===== src/design/arvi_pkg.sv =====
`default_nettype none

package arvi_pkg;

	// Data and address width of the hart
	localparam int xlen = 32;

	// Load/store width, encoded as funct3
	typedef enum logic [2:0] {
		width_b  = 3'b000,
		width_h  = 3'b001,
		width_w  = 3'b010,
		width_bu = 3'b100,
		width_hu = 3'b101
	} mem_width_e;

	// Command from the pipeline side
	typedef struct packed {
		logic [xlen-1:0] addr;
		logic [xlen-1:0] wdata;
		mem_width_e      width;
		logic            is_store;
	} ls_cmd_t;

	// Result back to the pipeline side
	typedef struct packed {
		logic [xlen-1:0] rdata;
		logic            misaligned;
	} ls_rsp_t;

	// Instruction word together with its address
	typedef struct packed {
		logic [xlen-1:0] pc;
		logic [xlen-1:0] instr;
	} fetch_t;

	// Bus master request, addr is always word aligned
	typedef struct packed {
		logic [xlen-1:0] addr;
		logic [xlen-1:0] wdata;
		logic [3:0]      byte_en;
		logic            wr_en;
	} bus_req_t;

	// Request from a client to the arbiter
	typedef struct packed {
		bus_req_t bus;
	} mem_req_t;

	// Arbiter states, busy states name the owner of the bus
	typedef enum logic [1:0] {
		st_idle,
		st_fetch,
		st_data
	} arb_state_e;

endpackage

`default_nettype wire


===== src/design/instr_fetch.sv =====
`default_nettype none

module instr_fetch #(
	parameter logic [arvi_pkg::xlen-1:0] PC_RESET = '0
) (
	input  wire logic                        i_clk,
	input  wire logic                        i_rst_n,

	// Request side towards the arbiter
	output logic                             o_req_valid,
	output arvi_pkg::mem_req_t               o_req,
	input  wire logic                        i_req_ready,
	input  wire logic                        i_rsp_valid,
	input  wire logic [arvi_pkg::xlen-1:0]   i_rsp_data,

	// Fetched instruction out
	output logic                             o_fetch_valid,
	output arvi_pkg::fetch_t                 o_fetch,
	input  wire logic                        i_fetch_ready,

	// PC redirect
	input  wire logic                        i_redirect_valid,
	input  wire logic [arvi_pkg::xlen-1:0]   i_redirect_pc
);

	typedef enum logic [1:0] {
		st_req,
		st_wait,
		st_hold
	} fetch_state_e;

	fetch_state_e                state_q;
	logic [arvi_pkg::xlen-1:0]   pc_q;
	logic [arvi_pkg::xlen-1:0]   instr_q;
	logic                        discard_q;

	assign o_req_valid   = (state_q == st_req);
	assign o_fetch_valid = (state_q == st_hold);
	assign o_fetch.pc    = pc_q;
	assign o_fetch.instr = instr_q;

	// Instruction reads are always full aligned words
	always_comb begin
		o_req.bus.addr    = {pc_q[arvi_pkg::xlen-1:2], 2'b00};
		o_req.bus.wdata   = '0;
		o_req.bus.byte_en = 4'b1111;
		o_req.bus.wr_en   = 1'b0;
	end

	always_ff @(posedge i_clk) begin
		if (!i_rst_n) begin
			state_q   <= st_req;
			pc_q      <= PC_RESET;
			discard_q <= 1'b0;
		end else if (i_redirect_valid) begin
			pc_q <= i_redirect_pc;
			// Old request already on its way, drop whatever comes back
			if ((state_q == st_req && i_req_ready) || (state_q == st_wait && !i_rsp_valid)) begin
				state_q   <= st_wait;
				discard_q <= 1'b1;
			end else begin
				state_q   <= st_req;
				discard_q <= 1'b0;
			end
		end else begin
			case (state_q)
				st_req: begin
					if (i_req_ready)
						state_q <= st_wait;
				end
				st_wait: begin
					if (i_rsp_valid) begin
						discard_q <= 1'b0;
						state_q   <= discard_q ? st_req : st_hold;
					end
				end
				st_hold: begin
					if (i_fetch_ready) begin
						pc_q    <= pc_q + 32'd4;
						state_q <= st_req;
					end
				end
				default: state_q <= st_req;
			endcase
		end
	end

	// Word held until the consumer takes it
	always_ff @(posedge i_clk) begin
		if (state_q == st_wait && i_rsp_valid)
			instr_q <= i_rsp_data;
	end

endmodule

`default_nettype wire


===== src/design/load_store_unit.sv =====
`default_nettype none

module load_store_unit (
	input  wire logic                        i_clk,
	input  wire logic                        i_rst_n,

	// Command port
	input  wire logic                        i_ls_valid,
	input  wire arvi_pkg::ls_cmd_t           i_ls_cmd,
	output logic                             o_ls_ready,

	// Response port
	output logic                             o_ls_rsp_valid,
	output arvi_pkg::ls_rsp_t                o_ls_rsp,
	input  wire logic                        i_ls_rsp_ready,

	// Request side towards the arbiter
	output logic                             o_req_valid,
	output arvi_pkg::mem_req_t               o_req,
	input  wire logic                        i_req_ready,
	input  wire logic                        i_rsp_valid,
	input  wire logic [arvi_pkg::xlen-1:0]   i_rsp_data
);

	typedef enum logic [1:0] {
		ls_idle,
		ls_req,
		ls_wait,
		ls_resp
	} lsu_state_e;

	lsu_state_e                  state_q;
	arvi_pkg::ls_cmd_t           cmd_q;
	logic [arvi_pkg::xlen-1:0]   rdata_q;
	logic                        mis_q;
	logic                        ls_accept;

	function automatic logic is_misaligned(input arvi_pkg::ls_cmd_t cmd);
		logic result;
		case (cmd.width)
			arvi_pkg::width_b, arvi_pkg::width_bu: result = 1'b0;
			arvi_pkg::width_h, arvi_pkg::width_hu: result = cmd.addr[0];
			default: result = |cmd.addr[1:0];
		endcase
		return result;
	endfunction

	function automatic logic [3:0] lane_enable(input arvi_pkg::ls_cmd_t cmd);
		logic [3:0] result;
		case (cmd.width)
			arvi_pkg::width_b, arvi_pkg::width_bu: result = 4'b0001 << cmd.addr[1:0];
			arvi_pkg::width_h, arvi_pkg::width_hu: result = 4'b0011 << {cmd.addr[1], 1'b0};
			default: result = 4'b1111;
		endcase
		return result;
	endfunction

	// Same value in every lane, byte_en picks the right one
	function automatic logic [31:0] lane_data(input arvi_pkg::ls_cmd_t cmd);
		logic [31:0] result;
		case (cmd.width)
			arvi_pkg::width_b, arvi_pkg::width_bu: result = {4{cmd.wdata[7:0]}};
			arvi_pkg::width_h, arvi_pkg::width_hu: result = {2{cmd.wdata[15:0]}};
			default: result = cmd.wdata;
		endcase
		return result;
	endfunction

	function automatic logic [31:0] load_format(input logic [31:0] word, input logic [1:0] offset,
			input arvi_pkg::mem_width_e width);
		logic [31:0] shifted;
		logic [31:0] result;
		shifted = word >> {offset, 3'b000};
		case (width)
			arvi_pkg::width_b:  result = {{24{shifted[7]}}, shifted[7:0]};
			arvi_pkg::width_bu: result = {24'b0, shifted[7:0]};
			arvi_pkg::width_h:  result = {{16{shifted[15]}}, shifted[15:0]};
			arvi_pkg::width_hu: result = {16'b0, shifted[15:0]};
			default: result = shifted;
		endcase
		return result;
	endfunction

	assign o_ls_ready          = (state_q == ls_idle);
	assign ls_accept           = i_ls_valid && o_ls_ready;
	assign o_ls_rsp_valid      = (state_q == ls_resp);
	assign o_ls_rsp.rdata      = rdata_q;
	assign o_ls_rsp.misaligned = mis_q;

	assign o_req_valid       = (state_q == ls_req);
	assign o_req.bus.addr    = {cmd_q.addr[arvi_pkg::xlen-1:2], 2'b00};
	assign o_req.bus.wdata   = lane_data(cmd_q);
	assign o_req.bus.byte_en = lane_enable(cmd_q);
	assign o_req.bus.wr_en   = cmd_q.is_store;

	always_ff @(posedge i_clk) begin
		if (!i_rst_n) begin
			state_q <= ls_idle;
		end else begin
			case (state_q)
				ls_idle: begin
					// Misaligned commands skip the bus entirely
					if (ls_accept)
						state_q <= is_misaligned(i_ls_cmd) ? ls_resp : ls_req;
				end
				ls_req: begin
					if (i_req_ready)
						state_q <= ls_wait;
				end
				ls_wait: begin
					if (i_rsp_valid)
						state_q <= ls_resp;
				end
				default: begin
					if (i_ls_rsp_ready)
						state_q <= ls_idle;
				end
			endcase
		end
	end

	// rdata starts at zero, which stores and misaligned commands keep
	always_ff @(posedge i_clk) begin
		if (ls_accept) begin
			cmd_q   <= i_ls_cmd;
			mis_q   <= is_misaligned(i_ls_cmd);
			rdata_q <= '0;
		end else if (state_q == ls_wait && i_rsp_valid && !cmd_q.is_store) begin
			rdata_q <= load_format(i_rsp_data, cmd_q.addr[1:0], cmd_q.width);
		end
	end

endmodule

`default_nettype wire


===== src/design/bus_arbiter.sv =====
`default_nettype none

module bus_arbiter (
	input  wire logic                        i_clk,
	input  wire logic                        i_rst_n,

	// Instruction fetch client
	input  wire logic                        i_if_req_valid,
	input  wire arvi_pkg::mem_req_t          i_if_req,
	output logic                             o_if_req_ready,
	output logic                             o_if_rsp_valid,

	// Load/store client
	input  wire logic                        i_ls_req_valid,
	input  wire arvi_pkg::mem_req_t          i_ls_req,
	output logic                             o_ls_req_ready,
	output logic                             o_ls_rsp_valid,

	// Read data for whichever client owns the response
	output logic [arvi_pkg::xlen-1:0]        o_rsp_data,

	// Bus master
	output logic                             o_bus_en,
	output arvi_pkg::bus_req_t               o_bus_req,
	input  wire logic                        i_ack,
	input  wire logic [arvi_pkg::xlen-1:0]   i_rd_data
);

	arvi_pkg::arb_state_e state_q;
	logic                 grant_ls;
	logic                 grant_if;
	logic                 bus_done;

	// Data side wins a tie
	assign grant_ls = (state_q == arvi_pkg::st_idle) && i_ls_req_valid;
	assign grant_if = (state_q == arvi_pkg::st_idle) && i_if_req_valid && !i_ls_req_valid;
	assign bus_done = o_bus_en && i_ack;

	assign o_ls_req_ready = grant_ls;
	assign o_if_req_ready = grant_if;

	always_ff @(posedge i_clk) begin
		if (!i_rst_n) begin
			state_q        <= arvi_pkg::st_idle;
			o_bus_en       <= 1'b0;
			o_if_rsp_valid <= 1'b0;
			o_ls_rsp_valid <= 1'b0;
		end else begin
			// Responses are single cycle pulses
			o_if_rsp_valid <= 1'b0;
			o_ls_rsp_valid <= 1'b0;
			case (state_q)
				arvi_pkg::st_idle: begin
					if (grant_ls) begin
						state_q  <= arvi_pkg::st_data;
						o_bus_en <= 1'b1;
					end else if (grant_if) begin
						state_q  <= arvi_pkg::st_fetch;
						o_bus_en <= 1'b1;
					end
				end
				default: begin
					if (bus_done) begin
						o_bus_en       <= 1'b0;
						state_q        <= arvi_pkg::st_idle;
						o_if_rsp_valid <= (state_q == arvi_pkg::st_fetch);
						o_ls_rsp_valid <= (state_q == arvi_pkg::st_data);
					end
				end
			endcase
		end
	end

	// Request stays put for the whole transfer
	always_ff @(posedge i_clk) begin
		if (grant_ls)
			o_bus_req <= i_ls_req.bus;
		else if (grant_if)
			o_bus_req <= i_if_req.bus;
	end

	always_ff @(posedge i_clk) begin
		if (bus_done)
			o_rsp_data <= i_rd_data;
	end

endmodule

`default_nettype wire


===== src/design/risc_v_mem_port.sv =====
`default_nettype none

module risc_v_mem_port #(
	parameter logic [arvi_pkg::xlen-1:0] PC_RESET = '0
) (
	input  wire logic                        i_clk,
	input  wire logic                        i_rst_n,

	// Fetch
	output logic                             o_fetch_valid,
	output arvi_pkg::fetch_t                 o_fetch,
	input  wire logic                        i_fetch_ready,
	input  wire logic                        i_redirect_valid,
	input  wire logic [arvi_pkg::xlen-1:0]   i_redirect_pc,

	// Load/store
	input  wire logic                        i_ls_valid,
	input  wire arvi_pkg::ls_cmd_t           i_ls_cmd,
	output logic                             o_ls_ready,
	output logic                             o_ls_rsp_valid,
	output arvi_pkg::ls_rsp_t                o_ls_rsp,
	input  wire logic                        i_ls_rsp_ready,

	// Bus master
	output logic                             o_bus_en,
	output arvi_pkg::bus_req_t               o_bus_req,
	input  wire logic                        i_ack,
	input  wire logic [arvi_pkg::xlen-1:0]   i_rd_data
);

	logic                        if_req_valid;
	arvi_pkg::mem_req_t          if_req;
	logic                        if_req_ready;
	logic                        if_rsp_valid;

	logic                        ls_req_valid;
	arvi_pkg::mem_req_t          ls_req;
	logic                        ls_req_ready;
	logic                        ls_rsp_valid;

	// Shared read data, qualified by each client's rsp_valid
	logic [arvi_pkg::xlen-1:0]   rsp_data;

	instr_fetch #(
		.PC_RESET (PC_RESET)
	) u_instr_fetch (
		.i_clk            (i_clk),
		.i_rst_n          (i_rst_n),
		.o_req_valid      (if_req_valid),
		.o_req            (if_req),
		.i_req_ready      (if_req_ready),
		.i_rsp_valid      (if_rsp_valid),
		.i_rsp_data       (rsp_data),
		.o_fetch_valid    (o_fetch_valid),
		.o_fetch          (o_fetch),
		.i_fetch_ready    (i_fetch_ready),
		.i_redirect_valid (i_redirect_valid),
		.i_redirect_pc    (i_redirect_pc)
	);

	load_store_unit u_load_store_unit (
		.i_clk          (i_clk),
		.i_rst_n        (i_rst_n),
		.i_ls_valid     (i_ls_valid),
		.i_ls_cmd       (i_ls_cmd),
		.o_ls_ready     (o_ls_ready),
		.o_ls_rsp_valid (o_ls_rsp_valid),
		.o_ls_rsp       (o_ls_rsp),
		.i_ls_rsp_ready (i_ls_rsp_ready),
		.o_req_valid    (ls_req_valid),
		.o_req          (ls_req),
		.i_req_ready    (ls_req_ready),
		.i_rsp_valid    (ls_rsp_valid),
		.i_rsp_data     (rsp_data)
	);

	bus_arbiter u_bus_arbiter (
		.i_clk          (i_clk),
		.i_rst_n        (i_rst_n),
		.i_if_req_valid (if_req_valid),
		.i_if_req       (if_req),
		.o_if_req_ready (if_req_ready),
		.o_if_rsp_valid (if_rsp_valid),
		.i_ls_req_valid (ls_req_valid),
		.i_ls_req       (ls_req),
		.o_ls_req_ready (ls_req_ready),
		.o_ls_rsp_valid (ls_rsp_valid),
		.o_rsp_data     (rsp_data),
		.o_bus_en       (o_bus_en),
		.o_bus_req      (o_bus_req),
		.i_ack          (i_ack),
		.i_rd_data      (i_rd_data)
	);

endmodule

`default_nettype wire


===== config.mk =====
export PLATFORM = sky130hd
export DESIGN_NAME = risc_v_mem_port
export DESIGN_NICKNAME = d
export VERILOG_FILES = /design/src/design/arvi_pkg.sv /design/src/design/instr_fetch.sv /design/src/design/load_store_unit.sv /design/src/design/bus_arbiter.sv /design/src/design/risc_v_mem_port.sv
export SDC_FILE = /design/constraint.sdc
export NUM_CORES = 1
export LEC_CHECK = 0
export ABC_AREA = 1
export BUFFER_PORTS_ARGS = -buffer_cell sky130_fd_sc_hd__buf_2
export CORE_MARGIN = 2
export CORE_UTILIZATION = 55
export DETAILED_ROUTE_END_ITERATION = 7
export GPL_ROUTABILITY_DRIVEN = 0
export PLACE_DENSITY = 0.95
export SKIP_CTS_REPAIR_TIMING = 1
export SLEW_MARGIN = 30
export SYNTH_ARGS = -nofsm -noshare
export SYNTH_HDL_FRONTEND = slang
export SYNTH_SLANG_ARGS = --single-unit

===== constraint.sdc =====
create_clock -name i_clk -period 6.53 [get_ports i_clk]
set_input_delay 0.3265 -clock i_clk [delete_from_list [all_inputs] [get_ports i_clk]]
set_output_delay 0.3265 -clock i_clk [all_outputs]
set_load 0.02 [all_outputs]

==> impl_metrics.py <==
metrics = {
    "yosys": {
        "ys_ff_latch": 274,
        "synth_area_leader_cell": "edfxtp_1",
        "postSynthCellCount": 1132,
        "synth.distinct_cells": 43,
        "yosys_warnings": 0,
        "yosys.area.top_type_share_pct": 52.6,
        "postSynthAreaPerCell_um2": 10.1,
        "async_reset_ff_share_pct": 0,
        "netlist_area_um2": 11400,
        "ys.flop_type": "edfxtp_1",
        "synth_area_leaders": "edfxtp_1 53%, dfxtp_1 13%, nand2_1 9.0%",
        "ys_seq_area_share_pct": 65.5,
        "synth_edf_count": 200,
    },
    "floorplan": {
        "num_rows": 52,
        "die_x_um": 148,
        "fp.dieArea_um2": 21900,
        "start_util_pct": 56.3,
        "ios": 309,
        "fp.coreArea_um2": 20300,
        "die_h_um": 148,
    },
    "power_and_ir_drop": {
        "finalPower_uw": 5720,
        "total_leakage_power_uw": 0.00646,
        "power_density_nw_per_um2": 379,
        "vdd_ir_drop_max_mv": 0.265,
    },
    "critical_path": {
        "regToRegSetupSlack_ns": 3.89,
        "worstSetupEndpointType": "flop",
        "worstPathMaxFanout": 68,
        "cp_data_arrival_time_ns": 2.81,
        "worstSetupStartpointType": "flop",
        "r2r_start": "u_load_store_unit.state_q[0]$_SDFFE_PN0P_",
        "critical_path_class": "reg2reg",
        "timing.rr.end": "u_bus_arbiter.o_bus_req[27]$_SDFFCE_PP0P_",
        "crit_start": "u_load_store_unit.state_q[0]$_SDFFE_PN0P_",
        "endpoint": "u_bus_arbiter.o_bus_req[27]$_SDFFCE_PP0P_",
        "cp.required_ns": 6.70,
        "r2r_cells": 7,
    },
    "global_routing": {
        "grt_usage_pct": 29.1,
        "antenna_found_initial": 1,
        "overflow": 0,
        "grt_pass1_wl_um": 49900,
        "grt_pass1_vias": 9539,
        "grt_start_max_net_pins": 88,
    },
    "cts": {
        "clk_pin_slew_ns": 0.07,
        "clk_latency_ns": 0.54,
        "cts_sinks": 274,
        "htreeDepth": 1,
        "cts_made_buffers": 28,
        "clock-root-buffer": "clkbuf_16",
        "cts_tree": "built",
        "cts_buffer_depth": 3,
    },
    "finish": {
        "num-nets-final": 1673,
        "final_common_cell": "buf_2",
        "layout-drive-gt1-share_pct": 25.9,
        "layout_common_cells": "306 x buf_2, 274 x nand2_1, 200 x edfxtp_1",
        "syn2layout_area_growth_pct": 32.3,
    },
    "timing": {
        "worstMarginPinSlew_ns": 0.983,
        "fin_skew_ns": 0.0173,
        "layout_setup_ws_ns": 3.89,
        "finalSetupViolCount": 0,
        "fmax_mhz": 379,
        "slew_violations": 0,
        "max_slew_margin_pct": 34.1,
        "fin_crit_sh_pct": 40.4,
        "min_period_ns": 2.64,
        "finalHoldViolations": 0,
        "tns_ns": 0,
        "rsz0062_at_grt": "false",
    },
    "detailed_routing": {
        "firstDrtPassIters": 8,
        "drt-total-wl_um": 37500,
        "ant_nets": 0,
        "avgViaCountPerCell": 5.80,
        "drt_iter0_markers": 1473,
        "post-route-drc-count": 22,
        "wl_per_cell_um": 20.6,
        "vias": 10575,
    },
    "run_status": {
        "violations": "design-rule violations",
        "status": "finished with violations",
    },
    "hold_path": {
        "hold_path_depth": 1,
        "hold_class": "in2reg",
    },
    "place": {
        "hpwlAfterDp_um": 21500,
        "place_ws_ns": 3.73,
        "port_buffers": 306,
    },
    "flow_run": {
        "cap_violations": 0,
    },
}
[state kept, by name, summed over array words and instances, names as in the netlist]
register,cells
u_load_store_unit.o_req,31
u_bus_arbiter.o_ls_rsp_valid,1
u_bus_arbiter.o_if_rsp_valid,1
u_load_store_unit.cmd_q,37
u_bus_arbiter.o_rsp_data,32
u_load_store_unit.rdata_q,32
u_instr_fetch.state_q,2
u_instr_fetch.instr_q,32
u_instr_fetch.discard_q,1
u_load_store_unit.state_q,2
u_bus_arbiter.o_bus_req,67
u_bus_arbiter.o_bus_en,1
u_load_store_unit.mis_q,1
u_bus_arbiter.state_q,2
u_instr_fetch.pc_q,32
[power breakdown]
group	total (uW)	internal, uW	switching (uW)
combinational	1450	372	1080
clock	1670	967	703
sequential	2610	2410	198
total	5720	3750	1980
[worst min-delay path by stage]
stage / start / to / slack [ns]
global placement: u_bus_arbiter.state_q[0]$_SDFFE_PN0P_ / u_bus_arbiter.o_ls_rsp_valid$_SDFF_PP0_ / 0.43
finish: i_ls_cmd[36] / u_load_store_unit.cmd_q[36]$_DFFE_PP_ / 0.02
global route: i_ls_cmd[36] / u_load_store_unit.cmd_q[36]$_DFFE_PP_ / 0.005
detailed placement: u_bus_arbiter.o_rsp_data[1]$_DFFE_PP_ / u_instr_fetch.instr_q[1]$_DFFE_PP_ / 0.45
CTS: i_rd_data[3] / u_bus_arbiter.o_rsp_data[3]$_DFFE_PP_ / -0.06
floorplan: u_bus_arbiter.state_q[0]$_SDFFE_PN0P_ / u_bus_arbiter.o_ls_rsp_valid$_SDFF_PP0_ / 0.42
[cell type report]
type / count / area, um^2
clock buffer: 35 / 778
inverter: 116 / 437
fill: 1261 / 5190
timing repair buffer: 413 / 2590
antenna: 2 / 5.00
sequential: 274 / 7490
multi-input combinational: 695 / 3300
tap: 270 / 338
clock inverter: 17 / 178
[Yosys cell counts (5+ instances only)]
library cell / number
a221oi_1: 8
inv_1: 110
nor2_2: 5
dfxtp_1: 74
buf_1: 5
clkbuf_1: 29
a31oi_1: 19
buf_2: 5
xor2_1: 6
buf_4: 6
ha_1: 6
nand3_1: 65
a21oi_1: 54
edfxtp_1: 200
o21ai_0: 71
nand2_1: 275
nand3_2: 9
nor2_1: 127
nor3_1: 12
[worst max-delay path: stages, from the launching register on]
cell and delay (ns):
dfxtp_1 0.42, ha_1 0.21, inv_1 0.09, nor2_4 0.10, buf_4 0.54, inv_1 0.09
buf_4 0.28, nand2_8 0.45
[logic make-up after synthesis]
family	after synthesis	share of synthesized area [%]
DFF	274	65.5
adders and majority gates	6	0.657
xor gates and xnor gates	6	0.460
AOI/OAI and AO/OA	172	8.57
and+or+nand+nor	509	18.9
other	1	0.0328
buffers and inverters	164	5.84
[layer usage]
| layer | track usage, % | wire, um | vias up |
|---|---|---|---|
| met4 | 12.4 | 2480 | 0 |
| met2 | 50.8 | 18600 | 955 |
| met3 | 6.44 | 4170 | 264 |
| li1 | - | - | 4597 |
| met1 | 35.0 | 12300 | 4759 |
| met5 | 0 | 0 | - |
[through the flow]
step,hold slack (ns),util [%],area (um^2),cells
2_1_floorplan,0.418,-,11400,1133
3_3_place_gp,0.429,64.7,13100,1669
3_5_place_dp,0.446,64.8,13100,1669
4_1_cts,-0.0594,69.5,14100,1721
5_1_grt,0.00508,74.4,15100,1821
6_report,0.0207,74.4,15100,1822
(Power assumes the default switching activity.)
